File: config.mk
export PLATFORM = sky130hd
export DESIGN_NAME = debug_top
export DESIGN_NICKNAME = d
export VERILOG_FILES = /design/src/common/debug_pkg.sv /design/src/rtl/debug_top.sv /design/src/rtl/debug_controller.sv /design/src/rtl/state_collector.sv /design/src/rtl/acc_core.sv /design/src/uart/uart_tx.sv /design/src/uart/uart_rx.sv
export SDC_FILE = /design/constraint.sdc
export NUM_CORES = 1
export LEC_CHECK = 0
export ABC_CLOCK_PERIOD_IN_PS = 11300
export BUFFER_PORTS_ARGS = -buffer_cell sky130_fd_sc_hd__buf_2
export CAP_MARGIN = 20
export CORE_MARGIN = 1
export CORE_UTILIZATION = 51
export CTS_BUF_LIST = sky130_fd_sc_hd__clkbuf_8 sky130_fd_sc_hd__clkbuf_16
export DETAILED_ROUTE_END_ITERATION = 8
export PLACE_DENSITY = 0.66
export SLEW_MARGIN = 20
export SYNTH_ARGS = -nofsm -noshare
export SYNTH_HDL_FRONTEND = slang
export SYNTH_SLANG_ARGS = --single-unit
File: constraint.sdc
create_clock -name clk -period 11.3 [get_ports clk]
set_input_delay 2.26 -clock clk [delete_from_list [all_inputs] [get_ports clk]]
set_output_delay 2.26 -clock clk [all_outputs]
set_load 0.05 [all_outputs]
File: src/common/debug_pkg.sv
package debug_pkg;

	//////////////////////////////
	// Core geometry
	//////////////////////////////

	// pc and instruction memory address width
	localparam int pc_width = 5;

	// General registers r0 to r3
	localparam int reg_count = 4;

	// Opcodes live in instruction bits 7 to 5
	localparam logic [2:0] op_halt = 3'd0;
	localparam logic [2:0] op_ldi  = 3'd1;
	localparam logic [2:0] op_add  = 3'd2;
	localparam logic [2:0] op_sub  = 3'd3;
	localparam logic [2:0] op_str  = 3'd4;
	localparam logic [2:0] op_jnz  = 3'd5;

	//////////////////////////////
	// Host protocol
	//////////////////////////////

	localparam logic [7:0] cmd_load = 8'h4C;
	localparam logic [7:0] cmd_run  = 8'h52;
	localparam logic [7:0] cmd_step = 8'h53;

	// Reply to an unknown command
	localparam logic [7:0] reply_error = 8'hEE;

	// pc, acc, r0, r1, r2, r3
	localparam int dump_len = 6;

endpackage
File: src/rtl/debug_top.sv
`timescale 1ns/1ns

module debug_top #(
	parameter int clks_per_bit = 868,
	parameter int prog_depth   = 32
) (
	input  logic clk,
	input  logic rst_n,
	input  logic rx,
	output logic tx
);

	logic [7:0]                         rx_data;
	logic                               rx_done;
	logic                               halt;
	logic [debug_pkg::pc_width-1:0]     pc;
	logic [7:0]                         acc;
	logic [debug_pkg::reg_count*8-1:0]  regs_flat;
	logic                               core_enable;
	logic                               core_clear;
	logic                               load_we;
	logic [debug_pkg::pc_width-1:0]     load_addr;
	logic [7:0]                         load_data;
	logic                               capture;
	logic [2:0]                         dump_index;
	logic [7:0]                         dump_byte;
	logic                               tx_start;
	logic [7:0]                         tx_data;
	logic                               tx_done;

	//////////////////////////////
	// Serial side
	//////////////////////////////

	uart_rx #(
		.clks_per_bit(clks_per_bit)
	) u_uart_rx (
		.clk(clk),
		.rst_n(rst_n),
		.rx(rx),
		.rx_data(rx_data),
		.rx_done(rx_done)
	);

	uart_tx #(
		.clks_per_bit(clks_per_bit)
	) u_uart_tx (
		.clk(clk),
		.rst_n(rst_n),
		.tx_start(tx_start),
		.tx_data(tx_data),
		.tx(tx),
		.tx_done(tx_done)
	);

	//////////////////////////////
	// Debug unit and core
	//////////////////////////////

	debug_controller #(
		.prog_depth(prog_depth)
	) u_debug_controller (
		.clk(clk),
		.rst_n(rst_n),
		.rx_data(rx_data),
		.rx_done(rx_done),
		.halt(halt),
		.dump_byte(dump_byte),
		.tx_done(tx_done),
		.core_enable(core_enable),
		.core_clear(core_clear),
		.load_we(load_we),
		.load_addr(load_addr),
		.load_data(load_data),
		.capture(capture),
		.dump_index(dump_index),
		.tx_start(tx_start),
		.tx_data(tx_data)
	);

	state_collector u_state_collector (
		.clk(clk),
		.rst_n(rst_n),
		.capture(capture),
		.pc(pc),
		.acc(acc),
		.regs_flat(regs_flat),
		.dump_index(dump_index),
		.dump_byte(dump_byte)
	);

	acc_core #(
		.prog_depth(prog_depth)
	) u_acc_core (
		.clk(clk),
		.rst_n(rst_n),
		.core_enable(core_enable),
		.core_clear(core_clear),
		.load_we(load_we),
		.load_addr(load_addr),
		.load_data(load_data),
		.halt(halt),
		.pc(pc),
		.acc(acc),
		.regs_flat(regs_flat)
	);

endmodule

File: src/rtl/debug_controller.sv
`timescale 1ns/1ns

module debug_controller #(
	parameter int prog_depth = 32
) (
	input  logic                           clk,
	input  logic                           rst_n,
	input  logic [7:0]                     rx_data,
	input  logic                           rx_done,
	input  logic                           halt,
	input  logic [7:0]                     dump_byte,
	input  logic                           tx_done,
	output logic                           core_enable,
	output logic                           core_clear,
	output logic                           load_we,
	output logic [debug_pkg::pc_width-1:0] load_addr,
	output logic [7:0]                     load_data,
	output logic                           capture,
	output logic [2:0]                     dump_index,
	output logic                           tx_start,
	output logic [7:0]                     tx_data
);

	// One extra bit so a full 32-word load can be counted
	localparam int cnt_w = debug_pkg::pc_width + 1;
	localparam logic [cnt_w-1:0] depth_max = cnt_w'(prog_depth);
	localparam logic [2:0] last_index = 3'(debug_pkg::dump_len - 1);

	typedef enum logic [2:0] {
		st_idle,
		st_load_count,
		st_load_data,
		st_run,
		st_step,
		st_send
	} state_t;

	state_t state;
	logic [cnt_w-1:0] load_total;
	logic [cnt_w-1:0] byte_cnt;
	logic [cnt_w-1:0] count_clamped;
	logic send_error;

	//////////////////////////////
	// Core and memory side
	//////////////////////////////

	assign core_enable = (state == st_run) || (state == st_step);
	assign load_we     = (state == st_load_data) && rx_done;
	assign load_addr   = byte_cnt[debug_pkg::pc_width-1:0];
	assign load_data   = rx_data;

	// Counts beyond the memory are cut down
	assign count_clamped = (rx_data > 8'(prog_depth)) ? depth_max : rx_data[cnt_w-1:0];

	assign tx_data = send_error ? debug_pkg::reply_error : dump_byte;

	//////////////////////////////
	// Command FSM
	//////////////////////////////

	always_ff @(posedge clk or negedge rst_n) begin
		if (!rst_n) begin
			state      <= st_idle;
			load_total <= '0;
			byte_cnt   <= '0;
			send_error <= 1'b0;
			dump_index <= '0;
			core_clear <= 1'b0;
			capture    <= 1'b0;
			tx_start   <= 1'b0;
		end else begin
			core_clear <= 1'b0;
			capture    <= 1'b0;
			tx_start   <= 1'b0;
			case (state)
				st_idle: begin
					if (rx_done) begin
						case (rx_data)
							debug_pkg::cmd_load: begin
								state      <= st_load_count;
								core_clear <= 1'b1;
							end
							debug_pkg::cmd_run:  state <= st_run;
							debug_pkg::cmd_step: state <= st_step;
							default: begin
								state      <= st_send;
								send_error <= 1'b1;
								tx_start   <= 1'b1;
							end
						endcase
					end
				end
				st_load_count: begin
					if (rx_done) begin
						load_total <= count_clamped;
						byte_cnt   <= '0;
						state      <= (count_clamped == '0) ? st_idle : st_load_data;
					end
				end
				st_load_data: begin
					if (rx_done) begin
						byte_cnt <= byte_cnt + 1'b1;
						if (byte_cnt + 1'b1 == load_total) begin
							state <= st_idle;
						end
					end
				end
				st_run: begin
					if (halt) begin
						state      <= st_send;
						capture    <= 1'b1;
						dump_index <= '0;
						send_error <= 1'b0;
					end
				end
				st_step: begin
					// Exactly one enabled cycle
					state      <= st_send;
					capture    <= 1'b1;
					dump_index <= '0;
					send_error <= 1'b0;
				end
				default: begin
					// First byte once the snapshot is taken
					if (capture) begin
						tx_start <= 1'b1;
					end
					if (tx_done) begin
						if (send_error || dump_index == last_index) begin
							state <= st_idle;
						end else begin
							dump_index <= dump_index + 1'b1;
							tx_start   <= 1'b1;
						end
					end
				end
			endcase
		end
	end

endmodule

File: src/rtl/state_collector.sv
`timescale 1ns/1ns

module state_collector (
	input  logic                               clk,
	input  logic                               rst_n,
	input  logic                               capture,
	input  logic [debug_pkg::pc_width-1:0]     pc,
	input  logic [7:0]                         acc,
	input  logic [debug_pkg::reg_count*8-1:0]  regs_flat,
	input  logic [2:0]                         dump_index,
	output logic [7:0]                         dump_byte
);

	logic [debug_pkg::pc_width-1:0]     snap_pc;
	logic [7:0]                         snap_acc;
	logic [debug_pkg::reg_count*8-1:0]  snap_regs;
	logic [1:0]                         reg_sel;

	// Snapshot holds still while the dump goes out
	always_ff @(posedge clk or negedge rst_n) begin
		if (!rst_n) begin
			snap_pc   <= '0;
			snap_acc  <= '0;
			snap_regs <= '0;
		end else if (capture) begin
			snap_pc   <= pc;
			snap_acc  <= acc;
			snap_regs <= regs_flat;
		end
	end

	// Registers start at dump index 2
	assign reg_sel = dump_index[1:0] - 2'd2;

	always_comb begin
		if (dump_index == 3'd0) begin
			dump_byte = {{(8 - debug_pkg::pc_width){1'b0}}, snap_pc};
		end else if (dump_index == 3'd1) begin
			dump_byte = snap_acc;
		end else if (dump_index < 3'(debug_pkg::dump_len)) begin
			dump_byte = snap_regs[{reg_sel, 3'b000} +: 8];
		end else begin
			dump_byte = 8'd0;
		end
	end

endmodule

File: src/rtl/acc_core.sv
`timescale 1ns/1ns

module acc_core #(
	parameter int prog_depth = 32
) (
	input  logic                               clk,
	input  logic                               rst_n,
	input  logic                               core_enable,
	input  logic                               core_clear,
	input  logic                               load_we,
	input  logic [debug_pkg::pc_width-1:0]     load_addr,
	input  logic [7:0]                         load_data,
	output logic                               halt,
	output logic [debug_pkg::pc_width-1:0]     pc,
	output logic [7:0]                         acc,
	output logic [debug_pkg::reg_count*8-1:0]  regs_flat
);

	logic [7:0] imem [prog_depth];
	logic [7:0] regs [debug_pkg::reg_count];

	logic [7:0] instr;
	logic [2:0] opcode;
	logic [4:0] operand;
	logic [1:0] rsel;

	//////////////////////////////
	// Instruction memory
	//////////////////////////////

	// Written only by the debug unit
	always_ff @(posedge clk) begin
		if (load_we) begin
			imem[load_addr] <= load_data;
		end
	end

	assign instr   = imem[pc];
	assign opcode  = instr[7:5];
	assign operand = instr[4:0];
	assign rsel    = operand[1:0];

	//////////////////////////////
	// Execute
	//////////////////////////////

	always_ff @(posedge clk or negedge rst_n) begin
		if (!rst_n) begin
			pc   <= '0;
			acc  <= '0;
			halt <= 1'b0;
			for (int i = 0; i < debug_pkg::reg_count; i++) begin
				regs[i] <= '0;
			end
		end else if (core_clear || load_we) begin
			// Every load restarts the program from scratch
			pc   <= '0;
			acc  <= '0;
			halt <= 1'b0;
			for (int i = 0; i < debug_pkg::reg_count; i++) begin
				regs[i] <= '0;
			end
		end else if (core_enable && !halt) begin
			pc <= pc + 1'b1;
			case (opcode)
				debug_pkg::op_halt: begin
					halt <= 1'b1;
					pc   <= pc;
				end
				debug_pkg::op_ldi: acc <= {3'b000, operand};
				debug_pkg::op_add: acc <= acc + regs[rsel];
				debug_pkg::op_sub: acc <= acc - regs[rsel];
				debug_pkg::op_str: regs[rsel] <= acc;
				debug_pkg::op_jnz: begin
					if (acc != 8'd0) begin
						pc <= operand[debug_pkg::pc_width-1:0];
					end
				end
				// Unused opcodes just advance
				default: ;
			endcase
		end
	end

	// r0 in the low byte
	always_comb begin
		for (int i = 0; i < debug_pkg::reg_count; i++) begin
			regs_flat[8*i +: 8] = regs[i];
		end
	end

endmodule

File: src/uart/uart_tx.sv
`timescale 1ns/1ns

module uart_tx #(
	parameter int clks_per_bit = 868
) (
	input  logic       clk,
	input  logic       rst_n,
	input  logic       tx_start,
	input  logic [7:0] tx_data,
	output logic       tx,
	output logic       tx_done
);

	localparam int cnt_w = $clog2(clks_per_bit);
	localparam logic [cnt_w-1:0] last_cnt = cnt_w'(clks_per_bit - 1);

	logic busy;
	logic [cnt_w-1:0] cnt;
	logic [3:0] bit_idx;
	// Data bits followed by the stop bit
	logic [8:0] shreg;

	always_ff @(posedge clk or negedge rst_n) begin
		if (!rst_n) begin
			busy    <= 1'b0;
			cnt     <= '0;
			bit_idx <= '0;
			shreg   <= '1;
			tx      <= 1'b1;
			tx_done <= 1'b0;
		end else begin
			tx_done <= 1'b0;
			if (!busy) begin
				if (tx_start) begin
					// Start bit goes out right away
					busy    <= 1'b1;
					cnt     <= '0;
					bit_idx <= '0;
					shreg   <= {1'b1, tx_data};
					tx      <= 1'b0;
				end
			end else if (cnt == last_cnt) begin
				cnt <= '0;
				if (bit_idx == 4'd9) begin
					// End of stop bit
					busy    <= 1'b0;
					tx      <= 1'b1;
					tx_done <= 1'b1;
				end else begin
					tx      <= shreg[0];
					shreg   <= {1'b1, shreg[8:1]};
					bit_idx <= bit_idx + 1'b1;
				end
			end else begin
				cnt <= cnt + 1'b1;
			end
		end
	end

endmodule

File: src/uart/uart_rx.sv
`timescale 1ns/1ns

module uart_rx #(
	parameter int clks_per_bit = 868
) (
	input  logic       clk,
	input  logic       rst_n,
	input  logic       rx,
	output logic [7:0] rx_data,
	output logic       rx_done
);

	localparam int cnt_w = $clog2(clks_per_bit);
	localparam logic [cnt_w-1:0] last_cnt = cnt_w'(clks_per_bit - 1);
	localparam logic [cnt_w-1:0] half_cnt = cnt_w'(clks_per_bit / 2 - 1);

	typedef enum logic [1:0] {
		s_idle,
		s_start,
		s_data,
		s_stop
	} rx_state_t;

	rx_state_t state;
	logic rx_meta;
	logic rx_sync;
	logic [cnt_w-1:0] cnt;
	logic [2:0] bit_idx;
	logic sample_data;

	// Two flop synchroniser, line idles high
	always_ff @(posedge clk or negedge rst_n) begin
		if (!rst_n) begin
			rx_meta <= 1'b1;
			rx_sync <= 1'b1;
		end else begin
			rx_meta <= rx;
			rx_sync <= rx_meta;
		end
	end

	assign sample_data = (state == s_data) && (cnt == last_cnt);

	always_ff @(posedge clk or negedge rst_n) begin
		if (!rst_n) begin
			state   <= s_idle;
			cnt     <= '0;
			bit_idx <= '0;
			rx_done <= 1'b0;
		end else begin
			rx_done <= 1'b0;
			case (state)
				s_idle: begin
					if (!rx_sync) begin
						cnt   <= '0;
						state <= s_start;
					end
				end
				s_start: begin
					// Start bit must still be low at mid-bit
					if (cnt == half_cnt) begin
						cnt     <= '0;
						bit_idx <= '0;
						state   <= rx_sync ? s_idle : s_data;
					end else begin
						cnt <= cnt + 1'b1;
					end
				end
				s_data: begin
					if (cnt == last_cnt) begin
						cnt <= '0;
						if (bit_idx == 3'd7) begin
							state <= s_stop;
						end else begin
							bit_idx <= bit_idx + 1'b1;
						end
					end else begin
						cnt <= cnt + 1'b1;
					end
				end
				default: begin
					if (cnt == last_cnt) begin
						state   <= s_idle;
						// Framing error drops the byte
						rx_done <= rx_sync;
					end else begin
						cnt <= cnt + 1'b1;
					end
				end
			endcase
		end
	end

	// LSB first
	always_ff @(posedge clk) begin
		if (sample_data) begin
			rx_data <= {rx_sync, rx_data[7:1]};
		end
	end

endmodule

==> impl_metrics.tcl <==
set metrics [dict create \
    fmax_ghz 0.172 \
    min_to "u_uart_rx.rx_sync" \
    syn_area_um2 18600 \
    ys_ff_latch 420 \
    syn_inst 1317 \
    synth-warning-count 0 \
    ys_types 74 \
    finalClockSkew_ps 13.4 \
    cts.sinks 420 \
    worstSkewPairLatency_ps 550 \
    power.density_nw_per_um2 147 \
    tightestPinTransition_ps 1120 \
    final_cell_mix "edfxtp_1, dfrtp_1, nor2_1" \
    path_max_fanout 44 \
    grt_pass1_vias 10700 \
    finalHoldViolCount 0 \
    ys_async_sr_fraction_pct 37.1 \
    die_w_um 193 \
    post-route-util_pct 57.2 \
    grt_pass1_wl_um 61600 \
    hold_path.startpoint "u_uart_rx.rx_meta" \
    final_nets 1347 \
    synth_fp_nets 1344 \
    reg2reg_to "u_acc_core.acc[7]" \
    rsz0062_at_grt "false" \
    slew_violations 0 \
    start_kind "flip-flop" \
    drv_cap 0 \
    ys_seq_area_share_pct 63.7 \
    dr.pass1.iters 5 \
    ant_nets 0 \
    critPathKind "reg2reg" \
    p_leak_nw 7.59 \
    reg2regPathDepth 20 \
    cts_setup_buffers 0 \
    reg2reg_from "u_acc_core.pc[0]" \
    hold_depth 0 \
    vdd_drop_max_uv 128 \
    gr-total-overflow 0 \
    fin_crit_ps 5800 \
    cts_resized 0 \
    drc 0 \
    reg2reg_slack_ps 5500 \
    synth_edf_count 264 \
    cts_buffer_depth 3 \
    initial_core_util_pct 52.1 \
    grt_max_degree 70 \
    cts-root-buf "clkbuf_16" \
    setup_viol 0 \
    area_growth_pct 9.99 \
    arrival_ps 6220 \
    crit_path_end_kind "flip-flop" \
    num_rows 69 \
    drive_above_1_share_pct 14.7 \
    timing.final.ws_setup_ps 5500 \
    fin_crit_sh_pct 51.3 \
    timing.slew.headroom_pct 25.4 \
    synth_top_flop_cell "edfxtp_1" \
    path_clk_slew_ps 60 \
    gp_congestion 0.834 \
    final_common_cell "edfxtp_1" \
    wl_um 39300 \
    outcome "finished clean" \
    viasPerCell 5.97 \
    cts_tree "built" \
    wl_per_cell_um 21.7 \
    ctsHtreeMaxLevel 2 \
    vias 10800 \
    dp_hpwl_um 25000 \
    required_ps 11720 \
    io_buffers 3 \
    antenna_found_initial 0 \
    die_area_um2 37200 \
    fp.dieH_um 193 \
    drtIter0Drc 1018 \
    placeableCoreArea_um2 35700 \
    numCtsBuffers 44 \
    dp_slack_ps 4990 \
    min_path_type "reg2reg" \
    grt_util_all_layers_pct 21.9 \
    tns_ps 0 \
    ctsHoldBuffers 0 \
    num_antenna_cells 0 \
    avgSynthCellArea_um2 14.1 \
    io_pins 4 \
]
-- registers in the layout, summed over array words and instances, names as in the netlist, 10 cells and up --
register and count:
u_uart_tx.cnt 10, u_state_collector.snap_regs 32, u_acc_core.regs_flat 32, u_acc_core.imem 256
u_uart_rx.cnt 10
-- synth_stat cells (all sizes together) (27+ instances only) --
master,instances,share of area [%]
edfxtp,264,43
dfrtp,145,20
nor2,129,2.6
mux2i,98,5.3
o21ai,77,2.1
nand2,67,1.4
mux4,52,6.6
mux2,50,3.0
clkbuf,46,0.93
a21oi,39,1.0
nand3,31,0.86
inv,27,0.54
-- kinds of logic (layout without fill, tap and decap cells) --
logic type,after synthesis,after routing,synth area share (%)
adders and majority gates,24,24,1.65
AOI/OAI and AO/OA,218,218,7.45
xor gates and xnor gates,26,26,1.30
DFF,420,420,63.7
and+or+nand+nor,333,333,8.67
muxes,200,200,14.9
buffers and inverters,96,130,2.31
-- worst max-delay path by stage --
stage / from / end / slack, ps / cells after the start
floorplan: u_acc_core.pc[2] / u_acc_core.acc[7] / 6590 / 25
global placement: u_acc_core.pc[0] / u_acc_core.acc[7] / 5150 / 19
detailed placement: u_acc_core.pc[0] / u_acc_core.acc[7] / 4990 / 19
CTS: u_acc_core.pc[0] / u_acc_core.acc[7] / 4950 / 19
global route: u_acc_core.pc[0] / u_acc_core.acc[7] / 5100 / 20
finish: u_acc_core.pc[0] / u_acc_core.acc[7] / 5500 / 20
-- cell type report --
type / count / area, µm²
tap: 461 / 577
sequential: 420 / 11900
fill: 2811 / 15300
clock inverter: 30 / 221
inverter: 28 / 105
multi-input combinational: 801 / 6330
clock buffer: 47 / 1140
timing repair buffer: 25 / 234
-- per-layer routing --
layer  vias up  GRT usage (%)  routed length [µm]
met1      5504           31.2               18000
li1       4990              -                   -
met2       255           35.2               18800
met5         -              0                   0
met3        62           3.28                1760
met4         0           5.98                 791
-- worst max-delay path: stages, from the launching register on --
cell	delay (ps)
dfrtp_4	520
buf_4	380
buf_16	310
mux4_1	600
mux4_2	510
nand2b_1	160
o21ai_1	550
and2b_4	310
inv_1	100
nor2_1	160
a21oi_1	70
ha_1	270
nor2b_1	120
o21ai_0	160
nand2b_1	110
a21o_1	190
a21o_1	200
a31oi_1	180
xnor3_1	250
o2111a_1	150
or3_1	340
-- power by group --
group / total [mW] / switching (mW) / internal (mW)
sequential: 1.62 / 0.000192 / 1.62
clock: 1.37 / 0.576 / 0.794
combinational: 0.0122 / 0.0112 / 0.000930
total: 3.00 / 0.587 / 2.41
-- per-stage QoR --
step	power [mW]	hold WS, ps	cells	cell area (µm²)
floorplan	1.65	345	1317	18600
global placement	1.66	349	1731	19000
detailed placement	1.66	350	1731	19000
CTS	3.03	359	1808	20400
global route	3.09	365	1812	20500
finish	3.00	359	1812	20500
Note: power is estimated with default switching activity, not from simulation.
